## config.mk

```make
export PLATFORM = sky130hd
export DESIGN_NAME = control_decoder
export DESIGN_NICKNAME = d
export VERILOG_FILES = /design/src/rtl/cpu_pkg.sv /design/src/rtl/control_decoder.sv
export SDC_FILE = /design/constraint.sdc
export NUM_CORES = 1
export LEC_CHECK = 0
export BUFFER_PORTS_ARGS = -buffer_cell sky130_fd_sc_hd__buf_2
export CORE_UTILIZATION = 39
export DETAILED_ROUTE_END_ITERATION = 10
export PLACE_DENSITY = 0.88
export SYNTH_ARGS = -nofsm -noshare
export SYNTH_HDL_FRONTEND = slang
export SYNTH_SLANG_ARGS = --single-unit
```

## constraint.sdc

```tcl
create_clock -name clk -period 2.37 [get_ports clk]
set_clock_uncertainty 0.1 [all_clocks]
set_input_delay 0 -clock clk [delete_from_list [all_inputs] [get_ports clk]]
set_output_delay 0 -clock clk [all_outputs]
set_load 0.005 [all_outputs]
```

## src/rtl/cpu_pkg.sv

```systemverilog
package cpu_pkg;

    // ------------------------------
    // Data widths
    // ------------------------------
    typedef logic [15:0] word_t;
    typedef logic [3:0]  reg_idx_t;
    typedef logic [3:0]  opcode_t;
    typedef logic [4:0]  flags_t;
    typedef logic [3:0]  cond_t;

    // ------------------------------
    // Opcodes, top nibble of the instruction
    // ------------------------------
    localparam opcode_t OP_ADD   = 4'd0;
    localparam opcode_t OP_ADDI  = 4'd1;
    localparam opcode_t OP_SUB   = 4'd2;
    localparam opcode_t OP_CMP   = 4'd3;
    localparam opcode_t OP_AND   = 4'd4;
    localparam opcode_t OP_OR    = 4'd5;
    localparam opcode_t OP_XOR   = 4'd6;
    localparam opcode_t OP_MOV   = 4'd7;
    localparam opcode_t OP_MOVI  = 4'd8;
    localparam opcode_t OP_LSH   = 4'd9;
    localparam opcode_t OP_LOAD  = 4'd10;
    localparam opcode_t OP_STOR  = 4'd11;
    localparam opcode_t OP_BCOND = 4'd12;
    localparam opcode_t OP_JUMP  = 4'd13;
    localparam opcode_t OP_HALT  = 4'd15;

    // Bit positions in the flag word
    localparam int FLAG_Z = 0;
    localparam int FLAG_N = 1;
    localparam int FLAG_L = 2;
    localparam int FLAG_C = 3;
    localparam int FLAG_F = 4;

    // Branch conditions, other codes never branch
    localparam cond_t COND_EQ = 4'd0;
    localparam cond_t COND_NE = 4'd1;
    localparam cond_t COND_LT = 4'd2;
    localparam cond_t COND_LO = 4'd3;
    localparam cond_t COND_AL = 4'd4;

    typedef enum logic [2:0] {
        IDLE,
        FETCH,
        DECODE,
        EXECUTE,
        MEMORY,
        HALTED
    } cpu_state_t;

endpackage

```

## src/rtl/control_decoder.sv

```systemverilog
`timescale 1ns/1ns

module control_decoder import cpu_pkg::*; (
    input  logic     clk,
    input  logic     reset,
    input  logic     run,
    input  word_t    q_a,
    input  word_t    pc,
    input  word_t    rsrc_data,
    input  flags_t   flags_next,
    output opcode_t  op,
    output reg_idx_t rdest,
    output reg_idx_t rsrc,
    output word_t    imm,
    output logic     imm_sel,
    output logic     reg_we,
    output logic     wb_sel,
    output logic     mem_we,
    output logic     pc_en,
    output logic     pc_mux,
    output logic     pc_load,
    output word_t    disp,
    output word_t    mem_addr,
    output logic     carry_in,
    output logic     halted
);

    cpu_state_t state;
    cpu_state_t state_next;
    word_t      ir;
    flags_t     flags;
    cond_t      cond;
    logic       taken;
    logic       alu_write;
    logic       flag_write;
    logic       mem_sel;

    // ------------------------------
    // Instruction fields
    // ------------------------------
    assign op    = opcode_t'(ir[15:12]);
    assign rdest = ir[11:8];
    assign rsrc  = ir[7:4];
    assign cond  = ir[11:8];

    // Low byte, sign extended except for MOVI
    assign disp    = {{8{ir[7]}}, ir[7:0]};
    assign imm     = (op == OP_MOVI) ? {8'h00, ir[7:0]} : disp;
    assign imm_sel = (op == OP_ADDI) || (op == OP_MOVI);

    // Which ops write rdest from the ALU, and which update flags
    always_comb begin
        case (op)
            OP_ADD, OP_ADDI, OP_SUB, OP_LSH: begin
                alu_write  = 1'b1;
                flag_write = 1'b1;
            end
            OP_CMP: begin
                alu_write  = 1'b0;
                flag_write = 1'b1;
            end
            OP_AND, OP_OR, OP_XOR, OP_MOV, OP_MOVI: begin
                alu_write  = 1'b1;
                flag_write = 1'b0;
            end
            default: begin
                alu_write  = 1'b0;
                flag_write = 1'b0;
            end
        endcase
    end

    // Branch condition against the stored flags
    always_comb begin
        case (cond)
            COND_EQ: taken = flags[FLAG_Z];
            COND_NE: taken = !flags[FLAG_Z];
            COND_LT: taken = flags[FLAG_N];
            COND_LO: taken = flags[FLAG_L];
            COND_AL: taken = 1'b1;
            default: taken = 1'b0;
        endcase
    end

    // ------------------------------
    // State machine
    // ------------------------------
    always_comb begin
        state_next = state;
        case (state)
            IDLE: begin
                if (run) begin
                    state_next = FETCH;
                end
            end
            FETCH:  state_next = DECODE;
            DECODE: state_next = EXECUTE;
            EXECUTE: begin
                if (op == OP_HALT) begin
                    state_next = HALTED;
                end else if (op == OP_LOAD) begin
                    state_next = MEMORY;
                end else begin
                    state_next = FETCH;
                end
            end
            MEMORY: state_next = FETCH;
            HALTED: state_next = HALTED;
            default: state_next = IDLE;
        endcase
    end

    always_ff @(posedge clk or negedge reset) begin
        if (!reset) begin
            state <= IDLE;
            ir    <= '0;
            flags <= '0;
        end else begin
            state <= state_next;
            // RAM output holds the word fetched in the previous cycle
            if (state == DECODE) begin
                ir <= q_a;
            end
            if (state == EXECUTE && flag_write) begin
                flags <= flags_next;
            end
        end
    end

    // ------------------------------
    // Control outputs
    // ------------------------------
    // Port A address, pc for fetch, rsrc for load and store
    assign mem_sel  = (state == EXECUTE) && ((op == OP_LOAD) || (op == OP_STOR));
    assign mem_addr = mem_sel ? rsrc_data : pc;
    assign mem_we   = (state == EXECUTE) && (op == OP_STOR);

    // Load data lands in MEMORY, one cycle after the address
    assign reg_we = ((state == EXECUTE) && alu_write) || (state == MEMORY);
    assign wb_sel = (state == MEMORY);

    assign pc_en   = (state == EXECUTE) && (op != OP_HALT);
    assign pc_mux  = (op == OP_BCOND) && taken;
    assign pc_load = (op == OP_JUMP);

    assign carry_in = flags[FLAG_C];
    assign halted   = (state == HALTED);

endmodule

```

# == After elaboration in Yosys (flattened, before gate mapping) ==
# Memory sizes are Yosys's and may differ from the RTL's.
# Cells that the tools add are included.
# word_totals
ff_bits,23
rom_bits,32
inputBits,56
output_inout_bits,69
word_cells,41
memories,1
# op_classes
eq_ne,18
muxes,7
reduce_logical,12
# memory_table
memory,words,width,read_ports,rd_ports_with_merged_regs,wr,line_no,source
(name not given),16,2,1,0,0,control_decoder.sv:53,case (op)
# ops
cell,count
$mux W16,2
$eq A4 B4 Y1 const B,6
$pmux W3 S6,1
$mux W3,3
$eq A4 B1 Y1 const B,2
$eq A4 B2 Y1 const B,2
$eq A3 B2 Y1 const B,2
$eq A3 B3 Y1 const B,2
$logic_and A1 B1 Y1,6
$pmux W1 S5,1
$eq A4 B3 Y1 const B,1
$logic_not A4 Y1,1
$ne A4 B4 Y1 const B,1
$eq A3 B1 Y1 const B,1
$logic_not A3 Y1,1
$logic_or A1 B1 Y1,3
$ne A2 B2 Y1 const B,1
$logic_not A1 Y1,1

# == Longest topological paths before layout ==
# Gate-level depths: netlist of run 1.
# logic_depth
depth_word,4
depth_mapped,6
ltp_nobuf,3

# == Worst setup path after synthesis of run 1 ==
# No wires, ideal clock.
# synth_timing
path_type,register to register
from,reg state[1]
to,reg ir[10]
setup_time_ns,0.125
t_arrival_ns,1.444
t_required_ns,2.145
slack_ns,0.701
stages_incl_launch_ff,5
path_buffers,1
period_less_slack_ns,1.669
path_cell_list,dfrtp_1 > or2b_1 > nor2_2 > buf_4 > mux2_2
# synth_between
elab_chain_cells,1
# synth_rtl
element,line_no,source
"start, declared",control_decoder.sv:28,cpu_state_t state;
"start signal, assigned",control_decoder.sv:119,state <= state_next;
$eq A3 B2 Y1,control_decoder.sv:121,if (state == DECODE) begin
"end signal, assigned",control_decoder.sv:122,ir <= q_a;
"end, declared",control_decoder.sv:30,word_t ir;
# Every way passes these cells.
# A chain may end at the register's enable or synchronous reset.

# == Worst setup path in the final report of run 1 ==
# layout_timing
from,reg state[0]
to,out mem_addr[7]
# layout_between
elab_chain_cells,3
# layout_rtl
element,line_no,source
$eq A3 B2 Y1,control_decoder.sv:134,assign mem_sel = (state == EXECUTE) && ((op == OP_LOAD) || (op == OP_STOR));
$logic_and A1 B1 Y1,control_decoder.sv:134,
$mux W16,control_decoder.sv:135,assign mem_addr = mem_sel ? rsrc_data : pc;
"end, declared",control_decoder.sv:23,"output word_t mem_addr,"
# Every way passes these cells.

==> results of run 1 <==
-- power breakdown --
part / total (W) / switching [W] / internal, W
clock: 0.000239 / 0.000119 / 0.000120
sequential: 0.000831 / 0.000235 / 0.000596
combinational: 0.00137 / 0.000557 / 0.000808
-- cell type report --
type                       instances  area [sq um]
timing repair buffer             148         858.3
tap                               48         60.06
clock buffer                       4         45.04
sequential                        23         575.6
fill                             315          1481
inverter                           2         7.507
multi-input combinational         74         688.2
-- metrics by stage --
step                utilization [%]  power, W  hold WS, ns  cells  cell area (sq um)
floorplan                         -  0.001913      -0.3956    132               1531
global placement              52.96  0.002148     -0.09564    273               1968
detailed placement            52.96  0.002188     -0.08896    273               1968
CTS                           60.10  0.002461       0.1533    299               2233
global route                  60.13  0.002652       0.2002    299               2235
finish                        60.13  0.002435       0.1477    299               2235
-- registers in the layout (all words and copies together), names as in the netlist --
| register | cells |
|---|---|
| state | 3 |
| ir | 16 |
| flags | 4 |
-- logic make-up after synthesis --
logic type                count (synthesis)
xor gates and xnor gates                  2
and+or+nand+nor                          27
muxes                                    37
DFF                                      23
buffers and inverters                    35
AOI/OAI and AO/OA                         8
-- final timing paths --
check	start	end
worst max-delay path	state[0]	mem_addr[7]
worst min-delay path	reset	flags[1]
worst max register to register	ir[12]	flags[2]
worst min register to register	state[2]	state[1]
max in group asynchronous	reset	state[2]
min in group clk	pc[6]	mem_addr[6]
-- layer usage --
metal  vias to the layer above  GRT usage (%)  part of all wire (%)  wire (microns)
li1                        668              -                     -               -
met1                       648          20.46                    37            1490
met2                        76          39.21                    55            2185
met3                         6          2.993                   6.5             259
met4                         0          6.667                   1.4              55
met5                         -              0                     0               0
-- timing repair --
item                                    in CTS  in global routing
hold buffers                                22                  0
endpoints found under the setup margin       0                 16
resized for setup                            0                  1
hold endpoints to repair                    44                  0
-- placed cells by master, fill, tap and decap left out --
cell type | Yosys | routed
mux2i_1 | 1 | 1
o21a_1 | 1 | 1
mux2_4 | 9 | 9
buf_4 | 28 | 3
o22ai_1 | 1 | 1
o211ai_1 | 1 | 1
inv_1 | 2 | 2
nor2b_1 | 2 | 2
nand3b_4 | 1 | 1
o32ai_1 | 1 | 1
o41ai_1 | 1 | 1
nor2_1 | 9 | 9
nor3_1 | 1 | 1
nand2b_1 | 4 | 4
clkbuf_8 | 0 | 3
a211oi_1 | 1 | 1
o31a_1 | 1 | 1
nor4b_1 | 1 | 1
nor4_1 | 1 | 1
nor3b_1 | 1 | 1
o22a_1 | 1 | 1
or2b_1 | 1 | 1
dfrtp_1 | 23 | 23
dlygate4sd3_1 | 0 | 22
nor2_2 | 1 | 1
buf_2 | 1 | 123
mux2_2 | 27 | 27
and2_1 | 1 | 1
xnor2_1 | 2 | 2
clkbuf_1 | 1 | 1
or3_2 | 0 | 1
nand2_1 | 3 | 3
==> flow_summary.toml, run 1 <==
[drt]
dr.first_iter.drc_count = 21
drt-vias-per-instance = 4.676
routedWlPerCell_microns = 13.34
route.vias.total = 1398
ant_nets = 0
post-route-drc-count = 0
firstDrtPassIters = 4
routed_wl_microns = 3989

[cells_and_area]
area_delta_synth_final_pct = 45.91
nets = 308
drive_above_1_share_pct = 66.93
antenna-diode-count = 0

[yosys]
async_flop_share_pct = 100.0
synth-seq-area-share_pct = 37.58
ys_ff_latch = 23
yosysTopAreaCell = "dfrtp_1"
muxShareOfSynthArea_pct = 29.33
synth_top_family_by_area = "multiplexers"
syn_area_per_cell_sq_um = 11.60
synth_most_common_cell = "buf_4"
synth_nets = 188
synth_xor_area_share_pct = 1.144
synth-simple-area-share_pct = 10.21
syn_area_sq_um = 1531
synth-edff-count = 0
netlist.area_leader.share_pct = 37.58
synthDistinctLibCells = 32
synth-compound-area-share_pct = 4.167
synth_common_cells = "buf_4 (28), mux2_2 (27), dfrtp_1 (23)"
yosys_warnings = 0
synth_cells = 132
synth_area_leaders = "dfrtp_1 (38%), mux2_2 (20%), buf_4 (14%)"
synth_flop_cell = "dfrtp_1"
synthAdderAreaFrac_pct = 0

[clocking]
cts_tree = "yes"
clock_latency_ns = 0.26
cts_root_buf = "clkbuf_8"
htree_levels = 1
cts_buffers = 3
post_cts.repair.setup_buffers = 0
clkTransAtPathRegs_ns = 0.08
cts_max_path_buffers = 2
clock_sinks = 23

[worst_setup_path]
cp_top_family = "simple AND/OR/NAND/NOR gates"
cpPeakStageDelay_ns = 0.70
r2r_slack_ns = 0.73
path_class = "reg -> out"
reg2regPathDepth = 4
required_ns = 2.27
cp_num_buf_inv = 1
cp_max_fo = 17
path_cells = "nand3b_4, or3_2, mux2_4, buf_2"
slowest_stage = "or3_2"
crit_path_end_kind = "output port"
crit_arrival_ns = 2.13
worstSetupStartpointType = "register"
cp.depth = 4

[sta]
setup_viol_count_final = 0
fin_crit_sh_pct = 94.30
rsz0062_at_grt = "no"
setup_slack_ns = 0.1352
period_needed_ns = 2.235
tightest_slew_ns = 0.5269
hold_viol_final = 0
setup-tns-final_ns = 0
slew_viol_final = 0
relSlewSlack_pct = 64.87
max_freq_ghz = 0.4475

[global_route]
grt_max_degree = 24
antenna_found_initial = 0
grt_use_total_pct = 19.67
grt_pass1_wl_microns = 6306
grt_pass1_vias = 1326
grt_overflow = 0

[flow_run]
cap_violations = 0

[outcome]
status = "finished clean"

[power_and_ir_drop]
leakagePower_nw = 1.189
p_per_area_nw_per_um2 = 1090
vdd_drop_max_v = 0.0005943

[placement]
gp_congestion = 0.7796
hpwl_microns = 2898
port_buffers = 123
preCtsSetupSlack_ns = 0.3641

[floorplan]
row_count = 22
die_h_microns = 64.67
start_util_pct = 41.21
die_w_microns = 64.67
die-area_sq_um = 4182
core_sq_um = 3716
io_pins = 125

[worst_hold_path]
hold_class = "in -> async"
(Power assumes the default switching activity.)
==> inputs of run 2 (changes only) <==
- CORE_UTILIZATION: 39 -> 43
- CTS_BUF_LIST: default -> sky130_fd_sc_hd__clkbuf_8
- PLACE_DENSITY: 0.88 -> 0.95
- clock period: 2.37 -> 2.65 ns (I/O delays scaled with it)
==> run 2 against run 1 <==
Against the previous run: total power is 11% lower; sequential share of layout area is 0.13 points higher; largest power group unchanged; critical path depth stayed put; highest routed layer unchanged; worst hold slack worse by 0.0046 ns.
==> flow_summary.toml, run 2 (synthesis gave the netlist of run 1 again) <==
[floorplan]
row_count = 21
die_w_microns = 61.68
die_h_microns = 61.68
io_pins = 125
die-area_sq_um = 3804
start_util_pct = 45.54
core_sq_um = 3363

[global_route]
antenna_found_initial = 0
grt_use_total_pct = 19.29
grt_overflow = 0
grt_pass1_vias = 1172
grt_max_degree = 24
grt_pass1_wl_microns = 5237

[worst_setup_path]
r2r_slack_ns = 0.85
cp_max_fo = 17
crit_arrival_ns = 2.17
required_ns = 2.55
path_class = "reg -> out"
worstSetupStartpointType = "register"
crit_path_end_kind = "output port"

[cells_and_area]
final_common_cell = "buf_2"
drive_above_1_share_pct = 66.40
register_area_sq_um = 575.6
largest-register = "ir"
area_delta_synth_final_pct = 45.18
antenna-diode-count = 0
n_fill_cell = 298
multi_input_area_sq_um = 686.9
nets = 307
reg_top3 = "ir (16), flags (4), state (3)"
final_cell_mix = "buf_2 (123), mux2_2 (27), dfrtp_1 (23)"
post-route-util_pct = 66.11
largest_register_ffs = 16

[drt]
dr.first_iter.drc_count = 78
post-route-drc-count = 0
ant_nets = 0
drt-vias-per-instance = 4.679
routed_wl_microns = 3790
routedWlPerCell_microns = 12.80
firstDrtPassIters = 4
route.vias.total = 1385

[placement]
gp_congestion = 0.7926
port_buffers = 123
hpwl_microns = 2788

[sta]
max_freq_ghz = 0.4401
relSlewSlack_pct = 45.18
setup_viol_count_final = 0
hold_viol_final = 0
setup-tns-final_ns = 0
slew_viol_final = 0
period_needed_ns = 2.272
rsz0062_at_grt = "no"
fin_crit_sh_pct = 85.74
tightest_slew_ns = 0.8223

[power_and_ir_drop]
vdd_drop_max_v = 0.0006192
internal_power_w = 0.001350
sw_frac_of_total_pct = 37.70
p_per_area_nw_per_um2 = 974.4
clock_power_share_pct = 9.6
power.switching_w = 0.0008168
p_seq_share_pct = 35.5
leakagePower_nw = 1.187
comb_power_share_pct = 54.9

[clocking]
cts_tree = "yes"
post_cts.repair.setup_buffers = 0
clock_latency_ns = 0.26
cts_buffers = 3
clock_sinks = 23
htree_levels = 1
clkTransAtPathRegs_ns = 0.08
cts_root_buf = "clkbuf_8"
cts_max_path_buffers = 2

[outcome]
status = "finished clean"

[worst_hold_path]
hold_class = "in -> async"

[flow_run]
cap_violations = 0
run 2: cell count changes in the layout (fill, tap and decap cells not counted):
| cell | delta |
|---|---|
| buf_4 | -1 |
| clkbuf_1 | -1 |
| inv_1 | +1 |
| or3_1 | +1 |
| or3_2 | -1 |
run 2: worst paths after layout:
kind	cells past startpoint	from	to
setup / recovery	4	state[0]	mem_addr[12]
hold / removal	2	reset	ir[3]
setup reg to reg	4	state[1]	ir[1]
hold reg to reg	1	flags[3]	flags[3]
max in group asynchronous	2	reset	flags[1]
min in group clk	3	rsrc_data[8]	mem_addr[8]
run 2: repair_timing:
item                                    CTS  global route
hold buffers                             22             0
gates resized for setup                   0             0
endpoints found under the setup margin    0             0
endpoints found under the hold margin    44             0
run 2: through the flow:
stage | total power (W) | hold WS, ns | std cells | setup slack [ns] | instance area, sq um
floorplan | 0.001711 | -0.3956 | 132 | 0.9809 | 1531
finish | 0.002167 | 0.1432 | 296 | 0.3779 | 2223
global placement | 0.001901 | -0.1063 | 270 | 0.6911 | 1958
global route | 0.002365 | 0.2042 | 296 | 0.2635 | 2223
CTS | 0.002191 | 0.1524 | 296 | 0.3639 | 2223
detailed placement | 0.001952 | -0.09978 | 270 | 0.6574 | 1958
run 2: layer usage:
layer	GRT usage [%]	wire [microns]	up-vias	part of all wire, %
met5	0	0	-	0
met4	5.714	16	0	0.42
met3	2.521	242	2	6.4
met2	37.17	2078	67	55
met1	21.91	1453	651	38
li1	-	-	665	-
run 2: cell type report:
type	count	share of cell area, %
multi-input cells	74	30.89
inverters	2	0.3376
clock inverters	1	0.1688
clock buffers	3	1.857
well taps	46	2.589
repair buffers	147	38.27
flip-flops and latches	23	25.89
run 2: critical path, cell delays in order (launching register included):
cell      delay (ns)
dfrtp_1         0.54
nand3b_4        0.12
or3_1           0.70
mux2_4          0.42
buf_2           0.13
run 2: power by group through the flow:
stage               Sequential [W]  Combinational, W  Clock [W]
global route              0.000807           0.00133   0.000229
CTS                       0.000770           0.00121   0.000216
floorplan                 0.000704           0.00101          0
detailed placement        0.000776           0.00118          0
finish                    0.000770           0.00119   0.000208
global placement          0.000758           0.00114          0
